--- src/eeprom_geom_pkg.sv ---
`default_nettype none

package eeprom_geom_pkg;

    // eight blocks of 256 bytes make up the 2048-byte array.
    localparam int NUM_BANKS   = 8;
    localparam int BANK_BITS   = 3;
    localparam int OFFSET_BITS = 8;

    // queue entries per bank, and also the credits the target starts with.
    localparam int QUEUE_DEPTH = 4;
    localparam int QUEUE_BITS  = $clog2(QUEUE_DEPTH);
    localparam int CREDIT_BITS = $clog2(QUEUE_DEPTH + 1);

    // clocks a bank stays busy after storing one byte.
    localparam int WRITE_CYCLES = 400;
    localparam int BUSY_BITS    = $clog2(WRITE_CYCLES + 1);

    // a read command only uses the offset field.
    typedef struct packed {
        logic                   write;
        logic [OFFSET_BITS-1:0] offset;
        logic [7:0]             data;
    } bank_cmd_t;

endpackage

`default_nettype wire

--- src/bank_port_if.sv ---
`timescale 1ns/1ns
`default_nettype none

interface bank_port_if;

    logic                       cmd_valid;
    eeprom_geom_pkg::bank_cmd_t cmd;

    // one pulse for every queue entry the bank has finished with.
    logic                       credit;

    logic                       rd_valid;
    logic [7:0]                 rd_data;

    modport issuer (
        output cmd_valid,
        output cmd,
        input  credit
    );

    modport server (
        input  cmd_valid,
        input  cmd,
        output credit,
        output rd_valid,
        output rd_data
    );

    modport reader (
        input rd_valid,
        input rd_data
    );

endinterface

`default_nettype wire

--- src/eeprom_bank.sv ---
`timescale 1ns/1ns
`default_nettype none

module eeprom_bank (
    input  logic        sda,
    input  logic        rst_n,
    bank_port_if.server port
);
    import eeprom_geom_pkg::*;

    bank_cmd_t              queue [QUEUE_DEPTH];
    logic [QUEUE_BITS-1:0]  wr_ptr;
    logic [QUEUE_BITS-1:0]  rd_ptr;
    logic [CREDIT_BITS-1:0] count;
    logic [7:0]             mem [2**OFFSET_BITS];
    logic [BUSY_BITS-1:0]   busy_cnt;
    logic                   busy;
    logic                   take;
    bank_cmd_t              head;

    assign head = queue[rd_ptr];
    assign busy = busy_cnt != '0;
    assign take = (count != '0) && !busy;

    always_ff @(posedge sda)
    begin
        if (port.cmd_valid)
            queue[wr_ptr] <= port.cmd;
    end

    always_ff @(posedge sda)
    begin
        if (!rst_n)
        begin
            wr_ptr <= '0;
            rd_ptr <= '0;
            count  <= '0;
        end
        else
        begin
            if (port.cmd_valid)
                wr_ptr <= wr_ptr + 1'b1;
            if (take)
                rd_ptr <= rd_ptr + 1'b1;
            case ({port.cmd_valid, take})
                2'b10:   count <= count + 1'b1;
                2'b01:   count <= count - 1'b1;
                default: count <= count;
            endcase
        end
    end

    // the array sees commands in queue order, so a read after a write gets the new byte.
    always_ff @(posedge sda)
    begin
        if (take && head.write)
            mem[head.offset] <= head.data;
        if (take && !head.write)
            port.rd_data <= mem[head.offset];
    end

    always_ff @(posedge sda)
    begin
        if (!rst_n)
        begin
            busy_cnt      <= '0;
            port.rd_valid <= 1'b0;
            port.credit   <= 1'b0;
        end
        else
        begin
            if (take && head.write)
                busy_cnt <= BUSY_BITS'(WRITE_CYCLES);
            else if (busy)
                busy_cnt <= busy_cnt - 1'b1;
            port.rd_valid <= take && !head.write;
            // a write frees its entry when the store cycle ends, a read at once.
            port.credit   <= (busy_cnt == BUSY_BITS'(1)) || (take && !head.write);
        end
    end

endmodule

`default_nettype wire

--- src/flat_wrapper.sv ---
// flat-port wrapper written by rule: the top's interface ports become plain ports
module eeprom_bank_flat import eeprom_geom_pkg::*;
  (sda, rst_n, port_cmd_valid, port_cmd, port_credit, port_rd_valid, port_rd_data);
  bank_port_if port_i ();
  input  logic sda;
  input  logic rst_n;
  input wire logic [$bits(port_i.cmd_valid)-1:0] port_cmd_valid;
  input wire logic [$bits(port_i.cmd)-1:0] port_cmd;
  output wire logic [$bits(port_i.credit)-1:0] port_credit;
  output wire logic [$bits(port_i.rd_valid)-1:0] port_rd_valid;
  output wire logic [$bits(port_i.rd_data)-1:0] port_rd_data;
  assign port_i.cmd_valid = port_cmd_valid;
  assign port_i.cmd = port_cmd;
  assign port_credit = port_i.credit;
  assign port_rd_valid = port_i.rd_valid;
  assign port_rd_data = port_i.rd_data;
  eeprom_bank u_core (.sda(sda), .rst_n(rst_n), .port(port_i));
endmodule
--- config.mk ---
export PLATFORM = sky130hd
export DESIGN_NAME = eeprom_bank_flat
export DESIGN_NICKNAME = d
export VERILOG_FILES = /design/src/eeprom_geom_pkg.sv /design/src/bank_port_if.sv /design/src/eeprom_bank.sv /design/src/flat_wrapper.sv
export SDC_FILE = /design/constraint.sdc
export NUM_CORES = 2
export LEC_CHECK = 0
export ABC_AREA = 1
export BUFFER_PORTS_ARGS = -buffer_cell sky130_fd_sc_hd__buf_2
export CELL_PAD_IN_SITES_DETAIL_PLACEMENT = 1
export CELL_PAD_IN_SITES_GLOBAL_PLACEMENT = 2
export CORE_MARGIN = 8
export CORE_UTILIZATION = 40
export CTS_BUF_LIST = sky130_fd_sc_hd__clkbuf_8
export CTS_CLUSTER_SIZE = 12
export DETAILED_ROUTE_END_ITERATION = 10
export GPL_TIMING_DRIVEN = 0
export HOLD_SLACK_MARGIN = 0.06
export PLACE_DENSITY = 0.82
export SLEW_MARGIN = 0
export SYNTH_ARGS = -nofsm -noshare
export SYNTH_HDL_FRONTEND = slang
export SYNTH_SLANG_ARGS = --single-unit
--- constraint.sdc ---
create_clock -name sda -period 11.05 [get_ports sda]
set_input_delay 0 -clock sda [delete_from_list [all_inputs] [get_ports sda]]
set_output_delay 0 -clock sda [all_outputs]
set_load 0.005 [all_outputs]
==> results.toml <==
[routing]
wirelength_mm = 339
wl_per_cell_um = 26.9
drtIter0Drc = 7022
drt_pass1_iterations = 5
drt_drc_violations_left = 0
viasPerCell = 5.45
final_antenna_net_count = 0
num_vias = 68700

[die]
dieArea_um2 = 245000
start_util_pct = 40.3
die_y_um = 495
io_pins = 30
core_um2 = 227000
row_count = 175
die_x_um = 495

[power_and_ir_drop]
total_leakage_power_nw = 41.7
power_density_nw_per_um2 = 231
ir_drop_uv = 149

[timing]
max_freq_mhz = 175
finalHoldViolCount = 0
hold_ws_ps = 229
fin_crit_ps = 5710
fin_tns_setup_ps = 0
maxSlewHeadroom_pct = 0.742
rsz0062_at_grt = "no"
min_period_over_period_pct = 51.6
finalSetupViolCount = 0
tightest_slew_ps = 1490
fin_skew_ps = 119
drv_slew = 0

[finish]
nNetsFinal = 9359
drive_gt1_share_pct = 9.30
final_cell_mix = "nand2_1, edfxtp_1, nand3_1, clkbuf_8, nor2_1"
post-route-util_pct = 45.9
final_area_um2 = 104000
final_common_cell = "nand2_1"
syn_to_final_growth_pct = 14.0

[synthesis]
synth.distinct_cells = 38
synth-compound-area-share_pct = 0.703
yosys_most_used_dff = "edfxtp_1"
async_flop_share_pct = 0
ys_warn_count = 0
muxShareOfSynthArea_pct = 0
synth_top_family_by_area = "simple AND/OR/NAND/NOR gates"
avgSynthCellArea_um2 = 10.4
synth_nets = 8826
synth_top_area_share_pct = 69.6
syn_inst = 8797
synth_adder_area_share_pct = 0.131
synth_area_um2 = 91600
yosys-top-cells-area = "edfxtp_1, nand2_1, nand3_1"
ys_seq_area_share_pct = 70.1
yosysTopAreaCell = "edfxtp_1"
synthXorXnorAreaFrac_pct = 0.0191
yosys.area_share.simple_pct = 26.1
ys_ff_latch = 2144
synth_edf_count = 2124

[setup_path]
end_kind = "flop"
path_class = "flop to flop"
critical_path_required_ps = 11750
cpPeakStageDelay_ps = 970
critPathSlowestCell = "nand3_1"
crit_fanout = 11
reg2regPathDepth = 10
crit_arrival_ps = 6410
rrSetupSlack_ps = 5340
r2r-end = "u_core.mem[145][0]"
path_cells = "clkbuf_1 > nand3_1 > nand2_1 > nand2_1 > inv_2 > buf_2 > buf_4 > nand3_1 > buf_2 > nor2_1"
start_kind = "flop"

[cts]
cts_tree = "built"
numCtsBuffers = 376
cts.sinks = 2144
cts_resized = 0
clk_latency_ps = 1120
clk_pin_slew_worst_paths_ps = 60
root_buffer = "clkbuf_8"
clock_tree.buffer_depth = 4
ctsHtreeMaxLevel = 5

[grt]
grt_pass1_wl_mm = 482
grt_pass1_vias = 69800
grt.total_usage_pct = 27.0
grt_max_degree = 31
grt_remaining_overflow = 0
antenna_found_initial = 31

[min_path]
hold_path_startpoint = "port_cmd[7]"
holdPathEnd = "u_core.queue[2][7]"
hp-class = "primary input to flop"
holdPathStages = 3

[status]
outcome = "completed"

[placed_design]
hpwlAfterDp_mm = 245
numPortBuffers = 29
place.gp.congestion = 0.917
placed_area_um2 = 97600

[run]
drv_cap = 0
report_power, final:
group	total, mW	internal [mW]	switching, mW	leakage [nW]
clock network	6.63	3.32	3.31	3.72
logic	7.79	1.89	5.91	18.8
registers	9.69	9.67	0.0272	19.2
total	24.1	14.9	9.24	41.7
stage by stage:
| stage | setup WS [ps] | total power [mW] | instances |
|---|---|---|---|
| 5_1_grt | 5400 | 24.9 | 12600 |
| 3_5_place_dp | 5560 | 17.5 | 11900 |
| 3_3_place_gp | -14500 | 17.9 | 11800 |
| 6_report | 5340 | 24.1 | 12600 |
| 2_1_floorplan | 1380 | 14.0 | 8797 |
| 4_1_cts | 5460 | 24.1 | 12600 |
cell families (layout without fill, tap and decap cells):
group                      Yosys count  in the layout
and+or+nand+nor                   5922           5922
DFF                               2144           2144
buffers and inverters              605           1398
AOI/OAI and AO/OA                  115            115
adders and majority gates            9              9
xor gates and xnor gates             2              2
other                                0             10
cell usage after synthesis (13+ instances only):
library cell,count
edfxtp_1,2124
inv_1,33
o21ai_1,14
nand4_1,82
nand2_1,4411
buf_4,13
o21ai_0,61
clkbuf_1,198
buf_2,290
dfxtp_1,20
nand3_1,1035
buf_1,58
a21oi_1,21
nor2_1,366
worst max-delay path: cells and delay by family (launching register included):
| family | cells | cell delay, ps |
|---|---|---|
| AND/OR/NAND/NOR | 5 | 2280 |
| buffers and inverters | 5 | 2520 |
| flip-flops | 1 | 410 |
worst max-delay path by stage:
stage,endpoint,cells past startpoint
finish,u_core.mem[145][0],10
global route,u_core.mem[145][5],10
CTS,u_core.mem[145][0],10
detailed placement,u_core.mem[145][6],10
global placement,u_core.mem[136][5],7
floorplan,u_core.mem[0][6],7
layer usage:
| metal | up-vias | part of all wire [%] | track usage, % |
|---|---|---|---|
| met1 | 34500 | 42 | 36.8 |
| li1 | 30800 | - | - |
| met4 | 8 | 4.7 | 11.7 |
| met5 | - | 0.024 | 0 |
| met3 | 624 | 7.8 | 5.05 |
| met2 | 2755 | 45 | 42.4 |
registers in the layout (all words and copies together) (netlist names), named ones only:
signal                count
u_core.port.rd_data       8
u_core.mem             2048
u_core.port.credit        1
u_core.busy_cnt           9
u_core.port.rd_valid      1
u_core.wr_ptr             2
u_core.rd_ptr             2
u_core.queue             68
u_core.count              3
area by class of cell:
cell class,instances,area [µm²]
Clock inverter,260,1240
Tap cell,3009,3760
Inverter,40,153
Timing Repair Buffer,155,2460
Multi-Input combinational cell,6048,24800
Antenna cell,10,25.0
Fill cell,25100,123000
Clock buffer,378,5200
Buffer,565,2570
Sequential cell,2144,64200
what timing repair did:
action / CTS / global route
hold buffers: 38 / 0
buffers inserted: 0 / 0
hold endpoints to repair: 156 / 0
Note: power is estimated with default switching activity, not from simulation.
